===== src/common/bb_pkg.sv =====
package bb_pkg;

    //////////////////////////////
    // Widths
    //////////////////////////////

    localparam int APB_AW    = 32;  // APB address
    localparam int APB_DW    = 32;  // APB data
    localparam int USB_DW    = 32;  // USB stream word
    localparam int USB_BEW   = 4;   // USB byte enables
    localparam int ADC_DW    = 8;   // ADC sample
    localparam int LED_DEPTH = 16;  // Dimmer accumulator
    localparam int IOEXP_W   = 16;  // Expander word

    //////////////////////////////
    // Address map
    //////////////////////////////

    localparam logic [19:0] BOARD_BASE = 20'h43C00;  // Peripheral region, addr 31:12
    localparam logic [3:0]  REGS_PAGE  = 4'h4;       // Page in addr 15:12

    localparam logic [11:0] REG_CTRL      = 12'h000;
    localparam logic [11:0] REG_LED0      = 12'h004;
    localparam logic [11:0] REG_LED1      = 12'h008;
    localparam logic [11:0] REG_USB_WDATA = 12'h00C;  // Push only
    localparam logic [11:0] REG_STATUS    = 12'h010;  // Live FIFO flags
    localparam logic [11:0] REG_FE_CTRL   = 12'h014;

    // Expander frame, 16 bits at 2 cycles plus 2 idle
    localparam int IOEXP_FRAME = 34;
    localparam int IOEXP_CW    = $clog2(IOEXP_FRAME);

    // USB write stream source
    typedef enum logic [1:0] {
        SRC_REGS = 2'd0,  // Raw register push
        SRC_IDLE = 2'd1,
        SRC_ADC  = 2'd2,  // Channel A samples
        SRC_LOOP = 2'd3   // Read stream echoed back
    } usb_src_e;

    typedef struct packed {
        logic              sel;
        logic              enable;
        logic              write;
        logic [APB_AW-1:0] addr;
        logic [APB_DW-1:0] wdata;
    } apb_req_t;

    typedef struct packed {
        logic [USB_DW-1:0]  data;
        logic [USB_BEW-1:0] be;
        logic               valid;
    } usb_word_t;

    typedef struct packed {
        logic [1:0] att;     // Attenuator steps
        logic       amp_en;
        logic [2:0] led;     // Red, green, blue
    } fe_ctrl_t;

    typedef struct packed {
        usb_src_e             usb_src;
        logic                 i2c_sel;
        logic                 dac_dce;
        logic [LED_DEPTH-1:0] led0;
        logic [LED_DEPTH-1:0] led1;
        fe_ctrl_t             fe_a;
        fe_ctrl_t             fe_b;
    } bb_cfg_t;

endpackage


===== src/regs/bb_regs.sv =====
`timescale 1ns/1ps

module bb_regs (
    input  logic                      clk,
    input  logic                      reset_i,
    input  bb_pkg::apb_req_t          apb_i,
    input  logic                      usb_wr_full_i,
    input  logic                      usb_rd_empty_i,
    output logic [bb_pkg::APB_DW-1:0] apb_rdata_o,
    output bb_pkg::bb_cfg_t           cfg_o,
    output bb_pkg::usb_word_t         usb_raw_o
);

    logic        page_hit;   // Board base and page 4 match
    logic [11:0] offset;     // Byte offset inside the page
    logic        wr_stb;     // Write edge strobe
    logic        push_stb;   // Write to REG_USB_WDATA

    bb_pkg::bb_cfg_t           cfg_q;
    logic                      raw_valid_q;
    logic [bb_pkg::USB_DW-1:0] raw_data_q;

    //////////////////////////////
    // Page and offset decode
    //////////////////////////////

    assign page_hit = (apb_i.addr[bb_pkg::APB_AW-1:16] == bb_pkg::BOARD_BASE[19:4])
                   && (apb_i.addr[15:12] == bb_pkg::REGS_PAGE);
    assign offset   = apb_i.addr[11:0];
    assign wr_stb   = apb_i.sel && apb_i.enable && apb_i.write && page_hit;  // Access phase
    assign push_stb = wr_stb && (offset == bb_pkg::REG_USB_WDATA);

    // Register file
    always_ff @(posedge clk) begin
        if (reset_i) begin
            cfg_q <= '0;  // usb_src comes up as SRC_REGS
        end else if (wr_stb) begin
            case (offset)
                bb_pkg::REG_CTRL: begin
                    cfg_q.usb_src <= bb_pkg::usb_src_e'(apb_i.wdata[1:0]);
                    cfg_q.i2c_sel <= apb_i.wdata[4];
                    cfg_q.dac_dce <= apb_i.wdata[8];
                end
                bb_pkg::REG_LED0:    cfg_q.led0 <= apb_i.wdata[bb_pkg::LED_DEPTH-1:0];
                bb_pkg::REG_LED1:    cfg_q.led1 <= apb_i.wdata[bb_pkg::LED_DEPTH-1:0];
                bb_pkg::REG_FE_CTRL: begin
                    cfg_q.fe_a <= bb_pkg::fe_ctrl_t'(apb_i.wdata[5:0]);
                    cfg_q.fe_b <= bb_pkg::fe_ctrl_t'(apb_i.wdata[13:8]);
                end
                default: ;  // Status and push hold no settings
            endcase
        end
    end

    assign cfg_o = cfg_q;

    //////////////////////////////
    // Raw USB push
    //////////////////////////////

    always_ff @(posedge clk) begin
        if (reset_i) begin
            raw_valid_q <= 1'b0;
        end else begin
            raw_valid_q <= push_stb;  // One cycle per write
        end
    end

    always_ff @(posedge clk) begin
        if (push_stb) begin
            raw_data_q <= apb_i.wdata;
        end
    end

    always_comb begin
        usb_raw_o.data  = raw_data_q;
        usb_raw_o.be    = '1;          // Whole word
        usb_raw_o.valid = raw_valid_q;
    end

    // Read mux, page fold included
    always_comb begin
        apb_rdata_o = '0;  // Other pages and holes read 0
        if (apb_i.sel && apb_i.enable && page_hit) begin
            case (offset)
                bb_pkg::REG_CTRL: begin
                    apb_rdata_o[1:0] = cfg_q.usb_src;
                    apb_rdata_o[4]   = cfg_q.i2c_sel;
                    apb_rdata_o[8]   = cfg_q.dac_dce;
                end
                bb_pkg::REG_LED0:    apb_rdata_o[bb_pkg::LED_DEPTH-1:0] = cfg_q.led0;
                bb_pkg::REG_LED1:    apb_rdata_o[bb_pkg::LED_DEPTH-1:0] = cfg_q.led1;
                bb_pkg::REG_STATUS:  apb_rdata_o[1:0] = {usb_rd_empty_i, usb_wr_full_i};
                bb_pkg::REG_FE_CTRL: begin
                    apb_rdata_o[5:0]  = cfg_q.fe_a;
                    apb_rdata_o[13:8] = cfg_q.fe_b;
                end
                default: apb_rdata_o = '0;  // USB data word is push only
            endcase
        end
    end

endmodule


===== src/hw/usb_route.sv =====
`timescale 1ns/1ps

module usb_route (
    input  logic                      clk,
    input  logic                      reset_i,
    input  bb_pkg::usb_src_e          src_i,
    input  bb_pkg::usb_word_t         raw_i,
    input  logic [bb_pkg::ADC_DW-1:0] adc_i,
    input  bb_pkg::usb_word_t         rd_i,
    input  logic                      wr_full_i,
    output bb_pkg::usb_word_t         wr_o,
    output logic                      rd_en_o
);

    bb_pkg::usb_word_t          wr_d;        // Selected word, before the flop
    logic [bb_pkg::USB_DW-1:0]  wr_data_q;
    logic [bb_pkg::USB_BEW-1:0] wr_be_q;
    logic                       wr_valid_q;

    // Source select
    always_comb begin
        wr_d = raw_i;
        case (src_i)
            bb_pkg::SRC_REGS: wr_d = raw_i;
            bb_pkg::SRC_IDLE: begin
                wr_d.data  = '0;
                wr_d.be    = '1;
                wr_d.valid = 1'b0;  // Nothing sent
            end
            bb_pkg::SRC_ADC: begin
                wr_d.data  = {{(bb_pkg::USB_DW - bb_pkg::ADC_DW){1'b0}}, adc_i};
                wr_d.be    = '1;
                wr_d.valid = 1'b1;  // Sample every cycle
            end
            bb_pkg::SRC_LOOP: wr_d = rd_i;  // Echo host data
            default:          wr_d = raw_i;
        endcase
    end

    // Read side pulls only for loopback and ADC streaming
    always_comb begin
        case (src_i)
            bb_pkg::SRC_LOOP: rd_en_o = !wr_full_i;  // Full stalls the echo
            bb_pkg::SRC_ADC:  rd_en_o = 1'b1;
            default:          rd_en_o = 1'b0;
        endcase
    end

    always_ff @(posedge clk) begin
        if (reset_i) begin
            wr_valid_q <= 1'b0;
        end else begin
            wr_valid_q <= wr_d.valid;
        end
    end

    always_ff @(posedge clk) begin
        wr_data_q <= wr_d.data;
        wr_be_q   <= wr_d.be;
    end

    assign wr_o = {wr_data_q, wr_be_q, wr_valid_q};

endmodule


===== src/hw/led_ddac.sv =====
`timescale 1ns/1ps

module led_ddac (
    input  logic                         clk,
    input  logic                         reset_i,
    input  logic [bb_pkg::LED_DEPTH-1:0] level0_i,
    input  logic [bb_pkg::LED_DEPTH-1:0] level1_i,
    output logic [1:0]                   led_o
);

    logic [bb_pkg::LED_DEPTH-1:0] level [2];
    logic [bb_pkg::LED_DEPTH-1:0] acc_q [2];
    logic [bb_pkg::LED_DEPTH:0]   sum   [2];  // Carry in the top bit
    logic                         carry_q [2];

    assign level[0] = level0_i;
    assign level[1] = level1_i;

    // First-order delta-sigma, one per LED
    for (genvar i = 0; i < 2; i++) begin : g_ch
        assign sum[i] = {1'b0, acc_q[i]} + {1'b0, level[i]};

        always_ff @(posedge clk) begin
            if (reset_i) begin
                acc_q[i]   <= '0;
                carry_q[i] <= 1'b0;
            end else begin
                acc_q[i]   <= sum[i][bb_pkg::LED_DEPTH-1:0];  // Wraps mod 2^16
                carry_q[i] <= sum[i][bb_pkg::LED_DEPTH];      // Density = level / 2^16
            end
        end
    end

    assign led_o = {carry_q[1], carry_q[0]};

endmodule


===== src/hw/ioexp_shift.sv =====
`timescale 1ns/1ps

module ioexp_shift (
    input  logic             clk,
    input  logic             reset_i,
    input  bb_pkg::fe_ctrl_t fe_a_i,
    input  bb_pkg::fe_ctrl_t fe_b_i,
    input  logic             dor_a_i,
    input  logic             dor_b_i,
    output logic             io_clk_o,
    output logic             io_data_o
);

    logic [bb_pkg::IOEXP_W-1:0]  word;      // Port 1 in 15:8, port 0 in 7:0
    logic [bb_pkg::IOEXP_W-1:0]  shift_q;
    logic [bb_pkg::IOEXP_CW-1:0] cnt_q;     // Frame slot
    logic                        in_bits;   // Slots 0..31 carry data
    logic                        sclk_n_q;  // Active-low copies of the pins
    logic                        sdata_n_q;

    //////////////////////////////
    // Expander word
    //////////////////////////////

    always_comb begin
        word     = '0;                                 // COM pins and spares low
        word[14] = !(dor_a_i || fe_a_i.led[2]);        // Red A lit on overrange
        word[13] = !(dor_b_i || fe_b_i.led[2]);
        word[11] = !(!dor_b_i && fe_b_i.led[1]);       // Green and blue dark on overrange
        word[10] = !(!dor_b_i && fe_b_i.led[0]);
        word[9]  = !(!dor_a_i && fe_a_i.led[1]);
        word[8]  = !(!dor_a_i && fe_a_i.led[0]);
        word[6]  = fe_a_i.amp_en;
        word[5]  = !fe_a_i.att[1];
        word[4]  = !fe_a_i.att[0];
        word[2]  = fe_b_i.amp_en;
        word[1]  = !fe_b_i.att[1];
        word[0]  = !fe_b_i.att[0];
    end

    //////////////////////////////
    // Frame timing
    //////////////////////////////

    assign in_bits = cnt_q < bb_pkg::IOEXP_CW'(2 * bb_pkg::IOEXP_W);

    always_ff @(posedge clk) begin
        if (reset_i) begin
            cnt_q <= '0;
        end else if (cnt_q == bb_pkg::IOEXP_CW'(bb_pkg::IOEXP_FRAME - 1)) begin
            cnt_q <= '0;  // Next frame
        end else begin
            cnt_q <= cnt_q + 1'b1;
        end
    end

    // Even slot sets data with clock low, odd slot raises clock
    always_ff @(posedge clk) begin
        if (reset_i) begin
            sclk_n_q  <= 1'b0;  // Pin clock idles high
            sdata_n_q <= 1'b0;
        end else begin
            sclk_n_q <= in_bits && !cnt_q[0];
            if (cnt_q == '0) begin
                sdata_n_q <= word[bb_pkg::IOEXP_W-1];    // MSB first
            end else if (in_bits && !cnt_q[0]) begin
                sdata_n_q <= shift_q[bb_pkg::IOEXP_W-1];
            end
        end
    end

    always_ff @(posedge clk) begin
        if (cnt_q == '0) begin
            shift_q <= {word[bb_pkg::IOEXP_W-2:0], 1'b0};  // Latch at slot 0
        end else if (in_bits && !cnt_q[0]) begin
            shift_q <= shift_q << 1;
        end
    end

    // Board buffers invert both lines
    assign io_clk_o  = !sclk_n_q;
    assign io_data_o = !sdata_n_q;

endmodule


===== src/hw/bb_top.sv =====
`timescale 1ns/1ps

module bb_top (
    input  logic                      clk,
    input  logic                      reset_i,
    input  bb_pkg::apb_req_t          apb_i,
    input  logic [bb_pkg::ADC_DW-1:0] adc_a_i,
    input  logic                      dor_a_i,
    input  logic                      dor_b_i,
    input  bb_pkg::usb_word_t         usb_rd_i,
    input  logic                      usb_rd_empty_i,
    input  logic                      usb_wr_full_i,
    output logic [bb_pkg::APB_DW-1:0] apb_rdata_o,
    output bb_pkg::usb_word_t         usb_wr_o,
    output logic                      usb_rd_en_o,
    output logic [1:0]                led_o,
    output logic                      ioexp_clk_o,
    output logic                      ioexp_data_o,
    output logic                      i2c_sel_o,
    output logic                      dac_dce_o
);

    bb_pkg::bb_cfg_t   cfg;      // Register block settings
    bb_pkg::usb_word_t usb_raw;  // Pushed by REG_USB_WDATA

    //////////////////////////////
    // Registers
    //////////////////////////////

    bb_regs i_bb_regs (
        .clk            (clk),
        .reset_i        (reset_i),
        .apb_i          (apb_i),
        .usb_wr_full_i  (usb_wr_full_i),
        .usb_rd_empty_i (usb_rd_empty_i),
        .apb_rdata_o    (apb_rdata_o),
        .cfg_o          (cfg),
        .usb_raw_o      (usb_raw)
    );

    assign i2c_sel_o = cfg.i2c_sel;  // Straight to the I2C buffers on the board
    assign dac_dce_o = cfg.dac_dce;

    //////////////////////////////
    // USB stream routing
    //////////////////////////////

    usb_route i_usb_route (
        .clk       (clk),
        .reset_i   (reset_i),
        .src_i     (cfg.usb_src),
        .raw_i     (usb_raw),
        .adc_i     (adc_a_i),
        .rd_i      (usb_rd_i),
        .wr_full_i (usb_wr_full_i),
        .wr_o      (usb_wr_o),
        .rd_en_o   (usb_rd_en_o)
    );

    led_ddac i_led_ddac (
        .clk      (clk),
        .reset_i  (reset_i),
        .level0_i (cfg.led0),
        .level1_i (cfg.led1),
        .led_o    (led_o)
    );

    // Front-end expander, red LEDs flag overrange
    ioexp_shift i_ioexp_shift (
        .clk       (clk),
        .reset_i   (reset_i),
        .fe_a_i    (cfg.fe_a),
        .fe_b_i    (cfg.fe_b),
        .dor_a_i   (dor_a_i),
        .dor_b_i   (dor_b_i),
        .io_clk_o  (ioexp_clk_o),
        .io_data_o (ioexp_data_o)
    );

endmodule


===== config.mk =====
export PLATFORM = sky130hd
export DESIGN_NAME = bb_top
export DESIGN_NICKNAME = d
export VERILOG_FILES = /design/src/common/bb_pkg.sv /design/src/regs/bb_regs.sv /design/src/hw/usb_route.sv /design/src/hw/led_ddac.sv /design/src/hw/ioexp_shift.sv /design/src/hw/bb_top.sv
export SDC_FILE = /design/constraint.sdc
export NUM_CORES = 1
export LEC_CHECK = 0
export BUFFER_PORTS_ARGS = -buffer_cell sky130_fd_sc_hd__buf_2
export CAP_MARGIN = 0
export CORE_AREA = 3 3 136 138
export DETAILED_ROUTE_END_ITERATION = 7
export DIE_AREA = 0 0 139 141
export PLACE_DENSITY = 0.76
export SYNTH_ARGS = -nofsm -noshare
export SYNTH_HDL_FRONTEND = slang
export SYNTH_HIERARCHICAL = 1
export SYNTH_SLANG_ARGS = --single-unit

===== constraint.sdc =====
create_clock -name clk -period 3.6 [get_ports clk]
set_input_delay 0.18 -clock clk [delete_from_list [all_inputs] [get_ports clk]]
set_output_delay 0.18 -clock clk [all_outputs]
set_load 0.01 [all_outputs]

==> results.md <==
* Outcome: finished clean
* Iteration-0 DRC Markers at between 600 and 700
* Post-synthesis instance total at 800
* Leading cell type in the layout, fill and taps excluded: buf_2
* Crit-path cells: buf_2 -> or4_1 -> nor4_1 -> nand2_1 -> nor3_1 -> buf_2
* Most frequent CP cell: buf_2
* Global Route Usage Sum at 0.224
* WP data required at 3.42 ns
* Layout fillers at approximately 1400
* Cells on worst reg2reg path at 7
* PortBufs at 177
* Combinational share of power at 0.074
* Avg Cell Area, Syn at 10.6 um2
* Buf/Inv on CP at 2
* Finish-stage setup viols at 0
* Delay-heaviest family, CP: simple AND/OR/NAND/NOR gates
* Placed cell count at between 1000 and 1500
* Clk root buf: clkbuf_16
* Post-synthesis cell type count at 80
* Net Sw Frac at 0.227
* Async set-or-reset flop fraction in the synthesized netlist at 0
* CTS tree: built
* Gr ovfl total at 0
* I/O pins at approximately 190
* Hold path start: usb_rd_i[0]
* Worst IR drop on VDD at approximately 0.00043 V
* Final Non-Filler Cells at approximately 1300
* Top FF cell, synth: dfxtp_1
* DRC at 0
* Fraction of layout cells with a size suffix above 1 at 0.241
* Sw Pwr at around 950 uW
* CP peak stage delay at between 0.5 and 0.6 ns
* CP Depth at 6
* Final hold violations at 0
* Hold Slack at 0.0191 ns
* Vias per cell at between 5 and 6
* H-tree levels at 4
* Worst Setup Path Type: input port to output pin
* First-pass DRT Iterations at 5
* Nets at between 1000 and 1500
* Routability cong. at around 0.94
* CTS Buf Count at 17
* Routed WL at roughly 22 mm
* Total Power at between 4 and 5 mW
* Avg WL per Cell at around 18 um
* Worst clock skew at a little under 0.01 ns
* Die ar. at 19600 um2
* Crit share post-route at 0.797
* Synth warn at 6
* Max Fclk at between 0.3 and 0.4 GHz
* Minimum clock period at 2.87 ns
* Post-CTS Resized at 0
* Antenna-violating nets left at 0
* Internal Pwr Total at between 3 and 4 mW
* Clk network pwr share at 0.428
* Relative slew slack at 0.201
* CP max stage cell: or4_1
* Die W at 139 um
* Most frequent cells in the layout: buf_2 (177), dfxtp_1 (131), mux2i_1 (71)
* Max Cap Viol at 0
* Max Fanout on Critical Path at 12
* CTS Sinks at around 180
* Crit start category: input port
* # rows at between 40 and 50
* Multi-input logic area at ~4200 um2
* Setup slack after layout at between 0.7 and 0.8 ns
* Largest net degree at the start of global routing at 60
* Reg2reg start: i_bb_regs/cfg_o[28]
* Crit path from: apb_i[58]
* Setup TNS at 0 ns
* Synthesized area at 8510 um2
* Cts hold-fix bufs at 66
* Seq cells post-synth at about 180
* Die height at roughly 140 um
* Min-delay worst type: input port to register
* Starting density of the core at 0.492
* Total core area at about 17000 um2
* Number of synthesized flops with an enable pin at 44
* Pins Over Slew Limit at 0
* Worst Tran Pin Value at approximately 1.2 ns
* Worst skew pair latency at 0.42 ns
* Postcts setup bufs at 0
* Hold path depth at 3
* Sequential power share at 0.498
* Ant. Diodes at 0
* Routed vias at 6919
* Vias in the first global route at ~6700
* Clock-pin slew on the worst setup and hold paths at around 0.060 ns
* RSZ-0062 raised after global routing: false
* CTS Buffer Depth at 2
* Synthesis-to-layout area growth at 25.2%
* PD cells at 391 nW/um2
* Sequential share of the synthesized area at 0.463
* Worst Setup End Kind: output pin
* Leakage at between 4 and 5 nW
* Worst EP arrival at approximately 2.7 ns
* Initial antenna violation count at 0
* Pre-CTS WS at just over 0.7 ns
* Storage cell area at between 3000 and 4000 um2
* HPWL reported at the end of detailed placement at 15.6 mm
* Wire length of the first global-routing pass at between 30 and 40 mm
-- area by class of cell --
class / instances / area share
tap: 225 / 0.0264
timing repair buffer: 252 / 0.152
clock inverter: 11 / 0.00997
sequential: 175 / 0.370
inverter: 13 / 0.00458
multi-input combinational: 568 / 0.394
clock buffer: 21 / 0.0433
-- worst min-delay path: stages --
cell	delay [ns]
buf_2	0.10
nand2_1	0.05
a21oi_1	0.06
-- power by group through the flow --
stage                     logic (mW)  clock network [mW]  registers, mW
after global routing           0.338                1.89           2.08
after floorplan                0.158                   0           2.12
after global placement         0.242                   0           2.12
final                          0.310                1.78           2.08
after detailed placement       0.245                   0           2.12
after CTS                      0.304                1.80           2.08
-- per-layer routing --
metal  wire length (um)  GRT usage
met2              11300      0.394
met1               9440      0.279
met3               1250     0.0458
met5                  0          0
met4                466     0.0633
-- through the flow --
stage,instance area [um2],util
after floorplan,8580,-
after global placement,9420,0.545
after detailed placement,9420,0.545
after CTS,10700,0.616
after global routing,10700,0.616
final,10700,0.616
-- path summary, 6_finish.rpt --
check	endpoint	slack, ns
worst min register to register	i_usb_route/wr_data_q[13]	0.45
worst max register to register	i_led_ddac/acc_q[0][10]	1.02
worst min-delay path	i_usb_route/wr_valid_q	0.02
worst max-delay path	apb_rdata_o[13]	0.73
-- Yosys cell counts, types with 8 or more instances --
library cell    n  area, um2
a21o_1          9       67.6
a21oi_1        34        170
a222oi_1        9       90.1
a22o_1         24        210
buf_2           8       40.0
buf_4          26        195
clkbuf_1       19       71.3
dfxtp_1       131       2620
edfxtp_1       44       1320
ha_1           35        438
inv_1          13       48.8
mux2_2         11        124
mux2i_1        71        711
nand2_1        41        154
nand2b_1       66        413
nand3_1         8       40.0
nor2_1         61        229
nor2b_1        15       93.8
nor3_1         11       55.1
o21ai_0        14       70.1
o2bb2ai_1       8       70.1
xor2_1         10       87.6
-- cell families after synthesis --
family / Yosys count / share of synthesized area
AND/OR/NAND/NOR: 260 / 0.176
flip-flops: 175 / 0.463
AO/OA/AOI/OAI: 151 / 0.134
multiplexers: 83 / 0.0998
buffers and inverters: 75 / 0.0519
adder cells (fa/ha/maj): 37 / 0.0561
XOR/XNOR: 17 / 0.0175
other: 2 / 0.000882
-- state kept, by name, indices dropped and copies added, names as in the netlist --
register / count
i_bb_regs/cfg_o: 48
i_bb_regs/raw_data_q: 32
i_led_ddac/acc_q: 32
i_usb_route/wr_data_q: 32
i_ioexp_shift/shift_q: 15
i_ioexp_shift/cnt_q: 6
i_usb_route/wr_be_q: 4
i_led_ddac/carry_q: 2
i_bb_regs/raw_valid_q: 1
i_ioexp_shift/sclk_n_q: 1
i_ioexp_shift/sdata_n_q: 1
i_usb_route/wr_valid_q: 1
(Power assumes the default switching activity.)
